$ cat src/logic/pong_defines.svh
`ifndef PONG_DEFINES_SVH
`define PONG_DEFINES_SVH

// raster geometry, in pixel clocks and lines
`define H_TOTAL         1040
`define H_SYNC_START    919
`define H_SYNC_END      1039
`define V_TOTAL         666
`define V_SYNC_START    659
`define V_SYNC_END      665

// play field
`define FIELD_TOP       23
`define FIELD_BOTTOM    623
`define FIELD_LEFT      104
`define FIELD_RIGHT     904

// object sizes and rows
`define PAD_HALF_W      50
`define PAD_HALF_H      10
`define CATCH_HALF      60
`define BALL_R          10
`define BALL_R2         100
`define PLAYER_ROW      (`FIELD_TOP + 500)
`define CPU_ROW         (`FIELD_TOP + 100)

// rows where the ball turns or gets judged
`define TOP_LIMIT       (`FIELD_TOP + 102)
`define BOTTOM_LIMIT    (`FIELD_BOTTOM - 102)

`define BALL_START_ROW  (`FIELD_TOP + 120)
`define BALL_START_COL  (`FIELD_LEFT + 400)
`define PAD_START_COL   (`FIELD_LEFT + 400)

`define PAD_STEP        5
`define BOOST_STEP      5
`define SCORE_MAX       99

// {r, g, b}
`define COLOR_BLACK     3'b000
`define COLOR_RED       3'b100
`define COLOR_GREEN     3'b010
`define COLOR_BLUE      3'b001
`define COLOR_YELLOW    3'b110

`endif

$ cat src/logic/pong_pkg.sv
package pong_pkg;

	// screen coordinate, wide enough for the full raster
	typedef logic [10:0] coord_t;

	// catch count, saturates below 128
	typedef logic [6:0] score_t;

	typedef struct packed
	{
		logic r;
		logic g;
		logic b;
	} rgb_t;

	typedef enum logic [1:0]
	{
		UP_RIGHT   = 2'd0,
		UP_LEFT    = 2'd1,
		DOWN_LEFT  = 2'd2,
		DOWN_RIGHT = 2'd3
	} dir_t;

	// what one frame needs to draw the game
	typedef struct packed
	{
		coord_t ball_row;
		coord_t ball_col;
		coord_t pad_col;
		logic   boost;
	} snapshot_t;

endpackage

$ cat src/logic/raster_timing.sv
`timescale 1ns/1ps
`include "pong_defines.svh"

module raster_timing
	import pong_pkg::*;
(
	input  logic   clk,
	input  logic   rst,
	output coord_t col,
	output coord_t row,
	output logic   hsync,
	output logic   vsync,
	output logic   frame_start
);

	localparam coord_t H_LAST    = coord_t'(`H_TOTAL - 1);
	localparam coord_t V_LAST    = coord_t'(`V_TOTAL - 1);
	localparam coord_t HS_START  = coord_t'(`H_SYNC_START);
	localparam coord_t HS_END    = coord_t'(`H_SYNC_END);
	localparam coord_t VS_START  = coord_t'(`V_SYNC_START);
	localparam coord_t VS_END    = coord_t'(`V_SYNC_END);
	localparam coord_t BLANK_ROW = coord_t'(`FIELD_BOTTOM + 1);

	always_ff @(posedge clk, posedge rst)
	begin
		if (rst)
		begin
			col <= '0;
			row <= '0;
		end
		else if (col == H_LAST)
		begin
			col <= '0;
			if (row == V_LAST)
				row <= '0;
			else
				row <= row + 11'd1;
		end
		else
			col <= col + 11'd1;
	end

	// sync pulses are active low
	assign hsync = !((col >= HS_START) && (col < HS_END));
	assign vsync = !((row >= VS_START) && (row < VS_END));

	// first line below the field, safe point for the snapshot swap
	assign frame_start = (row == BLANK_ROW) && (col == '0);

endmodule

$ cat src/logic/game_core.sv
`timescale 1ns/1ps
`include "pong_defines.svh"

module game_core
	import pong_pkg::*;
#(
	parameter int unsigned step_period = 500000
)
(
	input  logic      clk,
	input  logic      rst,
	input  logic      left,
	input  logic      right,
	input  logic      boost,
	input  logic      snap_ack,
	output logic      snap_req,
	output snapshot_t snap_data,
	output score_t    score
);

	localparam int unsigned FAST_LIMIT = (step_period / 100 < 7) ? 7 : step_period / 100;
	localparam int unsigned LIMIT_TABLE [11] = '{
		step_period,
		step_period * 9 / 10,
		step_period * 8 / 10,
		step_period * 7 / 10,
		step_period * 6 / 10,
		step_period * 5 / 10,
		step_period * 4 / 10,
		step_period * 3 / 10,
		step_period * 2 / 10,
		step_period * 1 / 10,
		FAST_LIMIT
	};

	localparam coord_t PAD_MIN    = coord_t'(`FIELD_LEFT + `PAD_HALF_W);
	localparam coord_t PAD_MAX    = coord_t'(`FIELD_RIGHT - `PAD_HALF_W);
	localparam coord_t TOP_HIT    = coord_t'(`TOP_LIMIT + `BALL_R);
	localparam coord_t LEFT_HIT   = coord_t'(`FIELD_LEFT + `BALL_R);
	localparam coord_t RIGHT_HIT  = coord_t'(`FIELD_RIGHT - `BALL_R);
	localparam coord_t BOTTOM_HIT = coord_t'(`BOTTOM_LIMIT - `BALL_R);
	localparam coord_t CATCH      = coord_t'(`CATCH_HALF);

	logic [31:0] step_cnt;
	logic [31:0] limit;
	logic [3:0]  tier;
	logic        step_tick;

	coord_t ball_row, ball_col, pad_col;
	dir_t   dir;
	coord_t row_next, col_next, pad_next, move_step;
	dir_t   dir_next;
	score_t score_next;
	logic   miss, up_next, right_next;
	logic   offer, launch;

	// faster ticks every three catches up to tier 10
	assign tier  = (score >= 7'd30) ? 4'd10 : 4'(score / 7'd3);
	assign limit = LIMIT_TABLE[tier];
	assign step_tick = (step_cnt >= limit);

	always_ff @(posedge clk, posedge rst)
	begin
		if (rst)
			step_cnt <= '0;
		else if (step_tick)
			step_cnt <= '0;
		else
			step_cnt <= step_cnt + 32'd1;
	end

	always_comb
	begin
		pad_next = pad_col;
		if (left)
		begin
			if (pad_col > PAD_MIN)
				pad_next = pad_col - coord_t'(`PAD_STEP);
		end
		else if (right)
		begin
			if (pad_col < PAD_MAX)
				pad_next = pad_col + coord_t'(`PAD_STEP);
		end

		dir_next   = dir;
		miss       = 1'b0;
		score_next = score;
		if (ball_row <= TOP_HIT)
		begin
			case (dir)
				UP_RIGHT: dir_next = DOWN_RIGHT;
				UP_LEFT:  dir_next = DOWN_LEFT;
				default:  dir_next = dir;
			endcase
		end
		else if (ball_col <= LEFT_HIT)
		begin
			case (dir)
				UP_LEFT:   dir_next = UP_RIGHT;
				DOWN_LEFT: dir_next = DOWN_RIGHT;
				default:   dir_next = dir;
			endcase
		end
		else if (ball_col >= RIGHT_HIT)
		begin
			case (dir)
				UP_RIGHT:   dir_next = UP_LEFT;
				DOWN_RIGHT: dir_next = DOWN_LEFT;
				default:    dir_next = dir;
			endcase
		end
		else if (ball_row >= BOTTOM_HIT)
		begin
			if ((ball_col + CATCH >= pad_col) && (ball_col <= pad_col + CATCH))
			begin
				case (dir)
					DOWN_RIGHT: dir_next = UP_RIGHT;
					DOWN_LEFT:  dir_next = UP_LEFT;
					default:    dir_next = dir;
				endcase
				if (score != score_t'(`SCORE_MAX))
					score_next = score + 7'd1;
			end
			else
			begin
				miss       = 1'b1;
				score_next = '0;
			end
		end

		up_next    = (dir_next == UP_RIGHT) || (dir_next == UP_LEFT);
		right_next = (dir_next == UP_RIGHT) || (dir_next == DOWN_RIGHT);
		move_step  = (up_next && boost) ? coord_t'(`BOOST_STEP) : 11'd1;
		row_next   = up_next ? ball_row - move_step : ball_row + move_step;
		col_next   = right_next ? ball_col + move_step : ball_col - move_step;
		// a miss serves again from the start row in the same column
		if (miss)
		begin
			row_next = coord_t'(`BALL_START_ROW);
			col_next = ball_col;
		end
	end

	always_ff @(posedge clk, posedge rst)
	begin
		if (rst)
		begin
			ball_row <= coord_t'(`BALL_START_ROW);
			ball_col <= coord_t'(`BALL_START_COL);
			pad_col  <= coord_t'(`PAD_START_COL);
			dir      <= DOWN_RIGHT;
			score    <= '0;
		end
		else if (step_tick)
		begin
			ball_row <= row_next;
			ball_col <= col_next;
			pad_col  <= pad_next;
			dir      <= dir_next;
			score    <= score_next;
		end
	end

	// offer fresh state the cycle after a tick unless still busy
	assign launch = offer && !snap_req && !snap_ack;

	always_ff @(posedge clk, posedge rst)
	begin
		if (rst)
		begin
			offer    <= 1'b0;
			snap_req <= 1'b0;
		end
		else
		begin
			offer <= step_tick;
			if (launch)
				snap_req <= 1'b1;
			else if (snap_req && snap_ack)
				snap_req <= 1'b0;
		end
	end

	always_ff @(posedge clk)
	begin
		if (launch)
		begin
			snap_data.ball_row <= ball_row;
			snap_data.ball_col <= ball_col;
			snap_data.pad_col  <= pad_col;
			snap_data.boost    <= boost && ((dir == UP_RIGHT) || (dir == UP_LEFT));
		end
	end

	// the handshake needs room between two ticks
	assert property (@(posedge clk) disable iff (rst)
		step_tick |=> !step_tick [*6]);

	// the buffer answers only a raised request
	assert property (@(posedge clk) disable iff (rst)
		$rose(snap_ack) |-> $past(snap_req));

endmodule

$ cat src/logic/frame_state_buffer.sv
`timescale 1ns/1ps

module frame_state_buffer
	import pong_pkg::*;
#(
	parameter type payload_t = snapshot_t,
	parameter payload_t init_value = '0
)
(
	input  logic     clk,
	input  logic     rst,
	input  logic     req,
	input  payload_t data,
	input  logic     frame_start,
	output logic     ack,
	output payload_t shown
);

	payload_t pending;

	// four-phase receiver side
	always_ff @(posedge clk, posedge rst)
	begin
		if (rst)
			ack <= 1'b0;
		else if (req && !ack)
			ack <= 1'b1;
		else if (!req && ack)
			ack <= 1'b0;
	end

	// pending takes each new offer while the display swaps only in blanking
	always_ff @(posedge clk, posedge rst)
	begin
		if (rst)
		begin
			pending <= init_value;
			shown   <= init_value;
		end
		else
		begin
			if (req && !ack)
				pending <= data;
			if (frame_start)
				shown <= pending;
		end
	end

	// the sender holds req until it has seen ack
	assert property (@(posedge clk) disable iff (rst)
		$fell(req) |-> $past(ack));

endmodule

$ cat src/logic/pixel_renderer.sv
`timescale 1ns/1ps
`include "pong_defines.svh"

module pixel_renderer
	import pong_pkg::*;
(
	input  logic      clk,
	input  logic      rst,
	input  coord_t    col,
	input  coord_t    row,
	input  snapshot_t shown,
	input  rgb_t      bg,
	input  logic      hsync_in,
	input  logic      vsync_in,
	output rgb_t      rgb,
	output logic      hsync,
	output logic      vsync
);

	localparam coord_t HALF_W     = coord_t'(`PAD_HALF_W);
	localparam coord_t HALF_H     = coord_t'(`PAD_HALF_H);
	localparam coord_t PLAYER_ROW = coord_t'(`PLAYER_ROW);
	localparam coord_t CPU_ROW    = coord_t'(`CPU_ROW);
	localparam coord_t F_TOP      = coord_t'(`FIELD_TOP);
	localparam coord_t F_BOTTOM   = coord_t'(`FIELD_BOTTOM);
	localparam coord_t F_LEFT     = coord_t'(`FIELD_LEFT);
	localparam coord_t F_RIGHT    = coord_t'(`FIELD_RIGHT);

	logic signed [11:0] d_row, d_col;
	logic [23:0]        sq_row, sq_col;
	logic [24:0]        dist2;
	logic               in_field;
	rgb_t               colour;

	function automatic logic in_pad(coord_t c, coord_t r, coord_t cc, coord_t rc);
		return (c + HALF_W >= cc) && (c <= cc + HALF_W)
			&& (r + HALF_H >= rc) && (r <= rc + HALF_H);
	endfunction

	// squared distance to the ball centre
	assign d_row  = $signed({1'b0, row}) - $signed({1'b0, shown.ball_row});
	assign d_col  = $signed({1'b0, col}) - $signed({1'b0, shown.ball_col});
	assign sq_row = 24'(d_row) * 24'(d_row);
	assign sq_col = 24'(d_col) * 24'(d_col);
	assign dist2  = {1'b0, sq_row} + {1'b0, sq_col};

	assign in_field = (col >= F_LEFT) && (col <= F_RIGHT) && (row >= F_TOP) && (row <= F_BOTTOM);

	always_comb
	begin
		if (dist2 < 25'(`BALL_R2))
			colour = shown.boost ? rgb_t'(`COLOR_YELLOW) : rgb_t'(`COLOR_RED);
		else if (in_pad(col, row, shown.pad_col, PLAYER_ROW))
			colour = rgb_t'(`COLOR_GREEN);
		// computer paddle tracks the ball column
		else if (in_pad(col, row, shown.ball_col, CPU_ROW))
			colour = rgb_t'(`COLOR_BLUE);
		else if (in_field)
			colour = bg;
		else
			colour = rgb_t'(`COLOR_BLACK);
	end

	// one register stage, syncs delayed alongside
	always_ff @(posedge clk, posedge rst)
	begin
		if (rst)
		begin
			rgb   <= rgb_t'(`COLOR_BLACK);
			hsync <= 1'b1;
			vsync <= 1'b1;
		end
		else
		begin
			rgb   <= colour;
			hsync <= hsync_in;
			vsync <= vsync_in;
		end
	end

endmodule

$ cat src/logic/pong_top.sv
`timescale 1ns/1ps
`include "pong_defines.svh"

module pong_top
	import pong_pkg::*;
#(
	parameter int unsigned step_period = 500000
)
(
	input  logic   clk,
	input  logic   rst,
	input  logic   left,
	input  logic   right,
	input  logic   boost,
	input  rgb_t   bg,
	output rgb_t   rgb,
	output logic   hsync,
	output logic   vsync,
	output score_t score
);

	// what the display shows until the first swap
	localparam snapshot_t START_SNAP = '{
		ball_row: coord_t'(`BALL_START_ROW),
		ball_col: coord_t'(`BALL_START_COL),
		pad_col:  coord_t'(`PAD_START_COL),
		boost:    1'b0
	};

	coord_t    col, row;
	logic      raw_hsync, raw_vsync, frame_start;
	logic      snap_req, snap_ack;
	snapshot_t snap_data, shown;

	raster_timing raster_timing_i (
		.clk         (clk),
		.rst         (rst),
		.col         (col),
		.row         (row),
		.hsync       (raw_hsync),
		.vsync       (raw_vsync),
		.frame_start (frame_start)
	);

	game_core #(.step_period(step_period)) game_core_i (
		.clk       (clk),
		.rst       (rst),
		.left      (left),
		.right     (right),
		.boost     (boost),
		.snap_ack  (snap_ack),
		.snap_req  (snap_req),
		.snap_data (snap_data),
		.score     (score)
	);

	frame_state_buffer #(
		.payload_t  (snapshot_t),
		.init_value (START_SNAP)
	) frame_state_buffer_i (
		.clk         (clk),
		.rst         (rst),
		.req         (snap_req),
		.data        (snap_data),
		.frame_start (frame_start),
		.ack         (snap_ack),
		.shown       (shown)
	);

	pixel_renderer pixel_renderer_i (
		.clk      (clk),
		.rst      (rst),
		.col      (col),
		.row      (row),
		.shown    (shown),
		.bg       (bg),
		.hsync_in (raw_hsync),
		.vsync_in (raw_vsync),
		.rgb      (rgb),
		.hsync    (hsync),
		.vsync    (vsync)
	);

endmodule

$ cat config.mk
export PLATFORM = sky130hd
export DESIGN_NAME = pong_top
export DESIGN_NICKNAME = d
export VERILOG_FILES = /design/src/logic/pong_pkg.sv /design/src/logic/raster_timing.sv /design/src/logic/game_core.sv /design/src/logic/frame_state_buffer.sv /design/src/logic/pixel_renderer.sv /design/src/logic/pong_top.sv
export VERILOG_INCLUDE_DIRS = /design/src /design/src/logic
export SDC_FILE = /design/constraint.sdc
export NUM_CORES = 1
export LEC_CHECK = 0
export BUFFER_PORTS_ARGS = -buffer_cell sky130_fd_sc_hd__buf_2
export CORE_ASPECT_RATIO = 0.75
export CORE_UTILIZATION = 30
export DETAILED_ROUTE_END_ITERATION = 10
export PLACE_DENSITY = 0.47
export REMOVE_ABC_BUFFERS = 1
export SYNTH_ARGS = -nofsm -noshare
export SYNTH_HDL_FRONTEND = slang
export SYNTH_HIERARCHICAL = 1
export SYNTH_SLANG_ARGS = --single-unit
$ cat constraint.sdc
create_clock -name clk -period 9.3 [get_ports clk]
set_clock_uncertainty 0.1 [all_clocks]
set_input_delay 0.465 -clock clk [delete_from_list [all_inputs] [get_ports clk]]
set_output_delay 0.465 -clock clk [all_outputs]
set_load 0.02 [all_outputs]
==> results_dict.tcl, run 1 <==
set metrics [dict create \
    htree_levels 1 \
    hold_viol_final 0 \
    synth_top_family_by_area "adder cells" \
    die_area_um2 87270 \
    synth_top_flop_cell "dfrtp_1" \
    synth_area_um2 25820 \
    power_density_nw_per_um2 198.7 \
    min_period_over_period_pct 103.1 \
    gp_congestion 0.8651 \
    synth_cell_types 111 \
    grt_pass1_wl_um 111000 \
    slew_headroom_pct 22.56 \
    dp_slack_ns -1.014 \
    rows 92 \
    start_util_pct 30.52 \
    drv_slew 0 \
    ios 20 \
    crit_path_end_kind "flip-flop" \
    die_h_um 256.1 \
    cp_slowest_cell "dfstp_2" \
    setup_slack_ns -0.2870 \
    crit_top_cell "buf_4" \
    muxShareOfSynthArea_pct 5.029 \
    synth_top_area_share_pct 19.07 \
    async_flop_share_pct 83.50 \
    overflow 0 \
    io_buffers 19 \
    synth_seq_cells 206 \
    viasPerCell 4.760 \
    drv_cap 0 \
    finalWirelength_um 66870 \
    synth_compound_area_share_pct 11.61 \
    design_area_um2 31040 \
    synthSimpleGateAreaFrac_pct 13.92 \
    synth_edf_count 34 \
    n_antenna_cell 0 \
    peakVddDrop_mv 0.2459 \
    fmax_mhz 104.3 \
    setup_viol 3 \
    synthTopCellsByArea "fa_1 (19%), ha_1 (14%), dfrtp_1 (11%)" \
    track_usage_pct 15.55 \
    first_iter_violations 1113 \
    min_path_type "primary input to flip-flop" \
    dr.pass1.iters 5 \
    dp_hpwl_um 55640 \
    placed_area_um2 29640 \
    cp_data_required_time_ns 9.62 \
    tightest_slew_ns 1.162 \
    synth_cells 2744 \
    period_minus_slack_ns 9.587 \
    grt_max_degree 77 \
    synth_xor_area_share_pct 6.206 \
    worstSetupStartpointType "flip-flop" \
    core-area_um2 84610 \
    violations "negative setup slack" \
    synth_top_cell_by_area "fa_1" \
    root_buffer "clkbuf_16" \
    die_x_um 340.8 \
    yosys.area_share.adder_pct 33.51 \
    slowest_delay_ns 0.55 \
    yosysSeqAreaShare_pct 20.89 \
    cts.path.max_buffers 3 \
    drive_above_1_share_pct 22.48 \
    ant_nets 0 \
    critPathKind "flip-flop to flip-flop" \
    syn_to_final_growth_pct 20.20 \
    cp.arrival_ns 9.90 \
    wl_per_cell_um 15.65 \
    grt_pass1_vias 20823 \
    antenna_found_initial 3 \
    yosysWarnings 6 \
    cts.sinks 206 \
    p_leak_nw 15.08 \
    postSynthAreaPerCell_um2 9.411 \
    final_cell_count_no_fill 4273 \
    clkTransAtPathRegs_ns 0.06 \
    path_max_fanout 5 \
    rsz0062_at_grt "yes" \
    status "finished with violations" \
    drc 0 \
    cts_tree "yes" \
    clock_latency_ns 0.55 \
    dp.cells 4198 \
    cts_buffers 25 \
    finalNetCount 3678 \
    vias 20338 \
]
cells in the final DEF, fill, tap and decap left out, drive strengths merged, types with 15 or more instances in the layout:
cell    instances
a211oi         24
a21o           31
a21oi          98
a31oi          15
and3           24
buf           395
clkbuf         33
clkinv         20
dfrtp         117
dfstp          55
edfxtp         34
fa            246
ha            298
inv           493
mux2           79
mux2i          18
nand2         177
nand2b         28
nand3          66
nand4          37
nor2          224
nor2b          27
nor3           52
nor4           16
o211ai         21
o21a           31
o21ai          81
o21bai         15
o31ai          17
xnor2         128
xor2           55
metal layers:
metal / up-vias / GRT usage [%] / part of all wire [%]
met5: - / 0 / 0
met4: 0 / 1.906 / 1.2
met3: 61 / 2.161 / 4.9
met2: 373 / 22.51 / 41
met1: 9962 / 24.67 / 53
li1: 9942 / - / -
state kept, by name, summed over array words and instances (netlist names), 2 cells and up:
name and cells:
frame_state_buffer_i/pending 34, raster_timing_i/row 11, game_core_i/pad_col 11, game_core_i/dir 2, game_core_i/snap_data 34, game_core_i/score 7, pixel_renderer_i/rgb 3, frame_state_buffer_i/shown 34
game_core_i/step_cnt 32, game_core_i/ball_row 11, raster_timing_i/col 11, game_core_i/ball_col 11
Yosys cell counts, types with 12 or more instances:
| library cell | count |
|---|---|
| a211oi_1 | 23 |
| a21o_1 | 30 |
| a21oi_1 | 96 |
| a31oi_1 | 14 |
| and3_1 | 20 |
| clkbuf_1 | 19 |
| clkinv_1 | 13 |
| dfrtp_1 | 117 |
| dfstp_2 | 55 |
| edfxtp_1 | 34 |
| fa_1 | 246 |
| ha_1 | 298 |
| inv_1 | 489 |
| mux2_2 | 18 |
| mux2_4 | 61 |
| mux2i_1 | 18 |
| nand2_1 | 175 |
| nand2b_1 | 27 |
| nand3_1 | 65 |
| nand3b_1 | 13 |
| nand4_1 | 35 |
| nor2_1 | 223 |
| nor2b_1 | 27 |
| nor3_1 | 52 |
| nor4_1 | 12 |
| o211ai_1 | 21 |
| o21a_1 | 31 |
| o21ai_0 | 79 |
| o21bai_1 | 15 |
| o31ai_1 | 14 |
| or3_1 | 13 |
| xnor2_1 | 128 |
| xor2_1 | 55 |
kinds of logic after synthesis:
kind of cell    count (synthesis)
flops                         206
simple gates                  728
mux                            97
compound gates                430
xor+xnor                      183
other cells                     1
fa+ha+maj                     544
buf+inv                       555
through the flow:
stage / hold slack (ns) / power (mW) / util, % / TNS (ns)
2_1_floorplan: 0.1421 / 4.510 / - / -0.9491
3_3_place_gp: 0.3640 / 5.135 / 35.04 / -2.345
3_5_place_dp: 0.3647 / 5.253 / 35.04 / -2.641
4_1_cts: 0.1085 / 6.215 / 36.44 / -0.7406
5_1_grt: 0.1443 / 6.727 / 36.69 / -1.904
6_report: 0.1521 / 6.168 / 36.69 / -0.6130
path summary, 6_finish.rpt:
check	startpoint	to	slack, ns	cells past startpoint
max	frame_state_buffer_i/shown[23]$_DFFE_PP1P_	pixel_renderer_i/rgb[1]$_DFF_PP0_	-0.29	48
max reg2reg	frame_state_buffer_i/shown[23]$_DFFE_PP1P_	pixel_renderer_i/rgb[1]$_DFF_PP0_	-0.29	48
min in group asynchronous	rst	pixel_renderer_i/rgb[0]$_DFF_PP0_	0.38	3
max in group asynchronous	rst	game_core_i/ball_row[4]$_DFFE_PP0N_	7.64	4
min reg2reg	game_core_i/snap_data[19]$_DFFE_PP_	frame_state_buffer_i/pending[19]$_DFFE_PP1P_	0.37	1
min	bg[2]	pixel_renderer_i/rgb[2]$_DFF_PP0_	0.15	3
worst max-delay path: cells and delay by family, from the launching register on:
family	cells	cell delay [ns]
adders and majority gates	9	3.70
buffers and inverters	21	1.90
and+or+nand+nor	8	1.34
AOI/OAI and AO/OA	7	1.32
DFF	1	0.55
muxes	1	0.32
xor gates and xnor gates	2	0.27
cell type report:
| class | count | area, um^2 |
|---|---|---|
| clock buffer | 33 | 665.6 |
| clock inverter | 13 | 76.32 |
| fill | 8583 | 53570 |
| inverter | 503 | 1896 |
| multi-input combinational | 1994 | 18600 |
| sequential | 206 | 5394 |
| tap | 1128 | 1411 |
| timing repair buffer | 396 | 2997 |
what timing repair did:
item                                    4_1_cts  5_1_grt
setup buffers                                23        9
endpoints found under the setup margin        3        3
gates resized for setup                      68       39
hold buffers                                  1        0
hold endpoints to repair                      3        0
pin swaps                                    57       45
power breakdown:
group / total, mW / switching [mW] / internal [mW]
Combinational: 3.69 / 1.97 / 1.73
Sequential: 1.58 / 0.262 / 1.32
Clock: 0.898 / 0.393 / 0.505
Total: 6.17 / 2.62 / 3.55
Power figures use the tool's default switching activity.
==> run 2, diff against run 1 <==
--- a/config.mk
+++ b/config.mk
@@ -12,6 +12,7 @@
 export DETAILED_ROUTE_END_ITERATION = 10
 export PLACE_DENSITY = 0.47
 export REMOVE_ABC_BUFFERS = 1
+export SKIP_CTS_REPAIR_TIMING = 1
 export SYNTH_ARGS = -nofsm -noshare
 export SYNTH_HDL_FRONTEND = slang
 export SYNTH_HIERARCHICAL = 1
==> run 2 against run 1 <==
Effect of this change:
- the flow still finishes with violations (negative setup slack)
- power about the same
- sequential power hardly changed
- global-route usage shrank 0.11 points
- final area shrank 0.83%
- via count shrank 0.73%
- die area stayed put
- first-iteration DRC count down 2.6%
- maximum frequency hardly changed
- setup slack worse by 0.00085 ns
- critical endpoint unchanged
- largest power group unchanged
- highest routed layer unchanged
==> results_dict.tcl, run 2 (synthesis results as in run 1) <==
set metrics [dict create \
    viasPerCell 4.751 \
    grt_max_degree 77 \
    cts_tree "yes" \
    slew_headroom_pct 22.87 \
    nFillCells 8603 \
    final_common_cell "inv_1" \
    cp_data_required_time_ns 9.61 \
    min_period_over_period_pct 103.1 \
    ant_nets 0 \
    power_density_nw_per_um2 200.4 \
    core-area_um2 84610 \
    layout_common_cells "inv_1 (480), buf_4 (345), ha_1 (290), fa_1 (241), nor2_1 (217)" \
    peakVddDrop_mv 0.2459 \
    fmax_mhz 104.3 \
    critPathKind "flip-flop to flip-flop" \
    design_area_um2 30780 \
    grt_pass1_wl_um 110100 \
    drc 0 \
    clkTransAtPathRegs_ns 0.06 \
    hold_ws_ns 0.1346 \
    wl_per_cell_um 15.61 \
    drv_cap 0 \
    slowest_delay_ns 0.56 \
    cp_top_family "adder cells" \
    dr.pass1.iters 5 \
    cts_buffers 25 \
    finalWirelength_um 66360 \
    io_buffers 19 \
    root_buffer "clkbuf_16" \
    cp_slowest_cell "dfstp_2" \
    rows 92 \
    dp_hpwl_um 55640 \
    largestRegisters "frame_state_buffer_i/pending x34, frame_state_buffer_i/shown x34, game_core_i/snap_data x34" \
    start_util_pct 30.52 \
    drive_above_1_share_pct 20.99 \
    min_path_type "primary input to flip-flop" \
    placed_area_um2 29640 \
    first_iter_violations 1084 \
    track_usage_pct 15.44 \
    die_x_um 340.8 \
    status "finished with violations" \
    syn_to_final_growth_pct 19.21 \
    vias 20190 \
    finalNetCount 3654 \
    power_mw 6.170 \
    fin_util_pct 36.39 \
    cp.arrival_ns 9.90 \
    setup_slack_ns -0.2878 \
    overflow 0 \
    clock_latency_ns 0.55 \
    drv_slew 0 \
    violations "negative setup slack" \
    htree_levels 1 \
    rsz0062_at_grt "yes" \
    gp_congestion 0.8651 \
    path_max_fanout 5 \
    p_leak_nw 14.91 \
    ios 20 \
    setup_viol 3 \
    crit_top_cell "fa_1" \
    tightest_slew_ns 1.157 \
    antenna_found_initial 3 \
    grt_pass1_vias 20679 \
    hold_viol_final 0 \
    crit_path_end_kind "flip-flop" \
    cts.sinks 206 \
    dp.cells 4198 \
    period_minus_slack_ns 9.588 \
    die_h_um 256.1 \
    critPathBufInv 9 \
    cts.path.max_buffers 3 \
    worstSetupStartpointType "flip-flop" \
    die_area_um2 87270 \
    final_cell_count_no_fill 4250 \
]
[run 2: cell count changes in the layout (fill, tap and decap cells not counted), moves of 3 or more]
cell     previous run  this run
buf_4             367       345
o21ai_0            75        78
xnor2_1           121       125
inv_2              16        10
xnor2_2             7         3
inv_1             475       480
a21oi_1            88        91
nor2_1            212       217
a21oi_2             8         5
o21ai_1             5         1
nor2_2              7         3
[run 2: worst min-delay path, cell delays in order]
cell     delay (ns)
buf_2          0.14
nand4_1        0.07
nand2_1        0.05
[run 2: area by class of cell]
cell class                 count  area, um^2  area share [%]
multi-input combinational   1994       18540           60.23
sequential                   206        5394           17.52
timing repair buffer         372        2800           9.096
inverter                     503        1894           6.153
tap                         1128        1411           4.585
clock buffer                  33       665.6           2.162
clock inverter                13       76.32          0.2479
antenna                        1       2.502        0.008129
[run 2: layer usage]
metal | up-vias | global-route usage (%) | share of wire [%]
met4 | 0 | 1.906 | 1.0
met3 | 57 | 2.146 | 4.8
met5 | - | 0 | 0
met1 | 9867 | 24.63 | 54
met2 | 376 | 22.17 | 41
li1 | 9890 | - | -
[run 2: report_power, final]
group | switching (mW) | internal, mW
Sequential | 0.264 | 1.32
Combinational | 1.97 | 1.73
Clock | 0.393 | 0.505
[run 2: worst paths after layout]
| check | startpoint | end | slack [ns] | cells past startpoint |
|---|---|---|---|---|
| worst max-delay path | frame_state_buffer_i/shown[23]$_DFFE_PP1P_ | pixel_renderer_i/rgb[1]$_DFF_PP0_ | -0.29 | 44 |
| worst min-delay path | bg[2] | pixel_renderer_i/rgb[2]$_DFF_PP0_ | 0.13 | 3 |
| worst max register to register | frame_state_buffer_i/shown[23]$_DFFE_PP1P_ | pixel_renderer_i/rgb[1]$_DFF_PP0_ | -0.29 | 44 |
| worst min register to register | game_core_i/snap_data[19]$_DFFE_PP_ | frame_state_buffer_i/pending[19]$_DFFE_PP1P_ | 0.37 | 1 |
| max in group asynchronous | rst | game_core_i/ball_row[4]$_DFFE_PP0N_ | 7.63 | 4 |
| min in group asynchronous | rst | pixel_renderer_i/rgb[0]$_DFF_PP0_ | 0.38 | 3 |
[run 2: stage by stage]
stage	setup WS, ns	setup TNS [ns]
2_1_floorplan	-0.4550	-0.9491
3_3_place_gp	-0.9149	-2.345
3_5_place_dp	-1.014	-2.641
4_1_cts	-1.042	-2.688
5_1_grt	-0.9108	-2.543
6_report	-0.2878	-0.6617
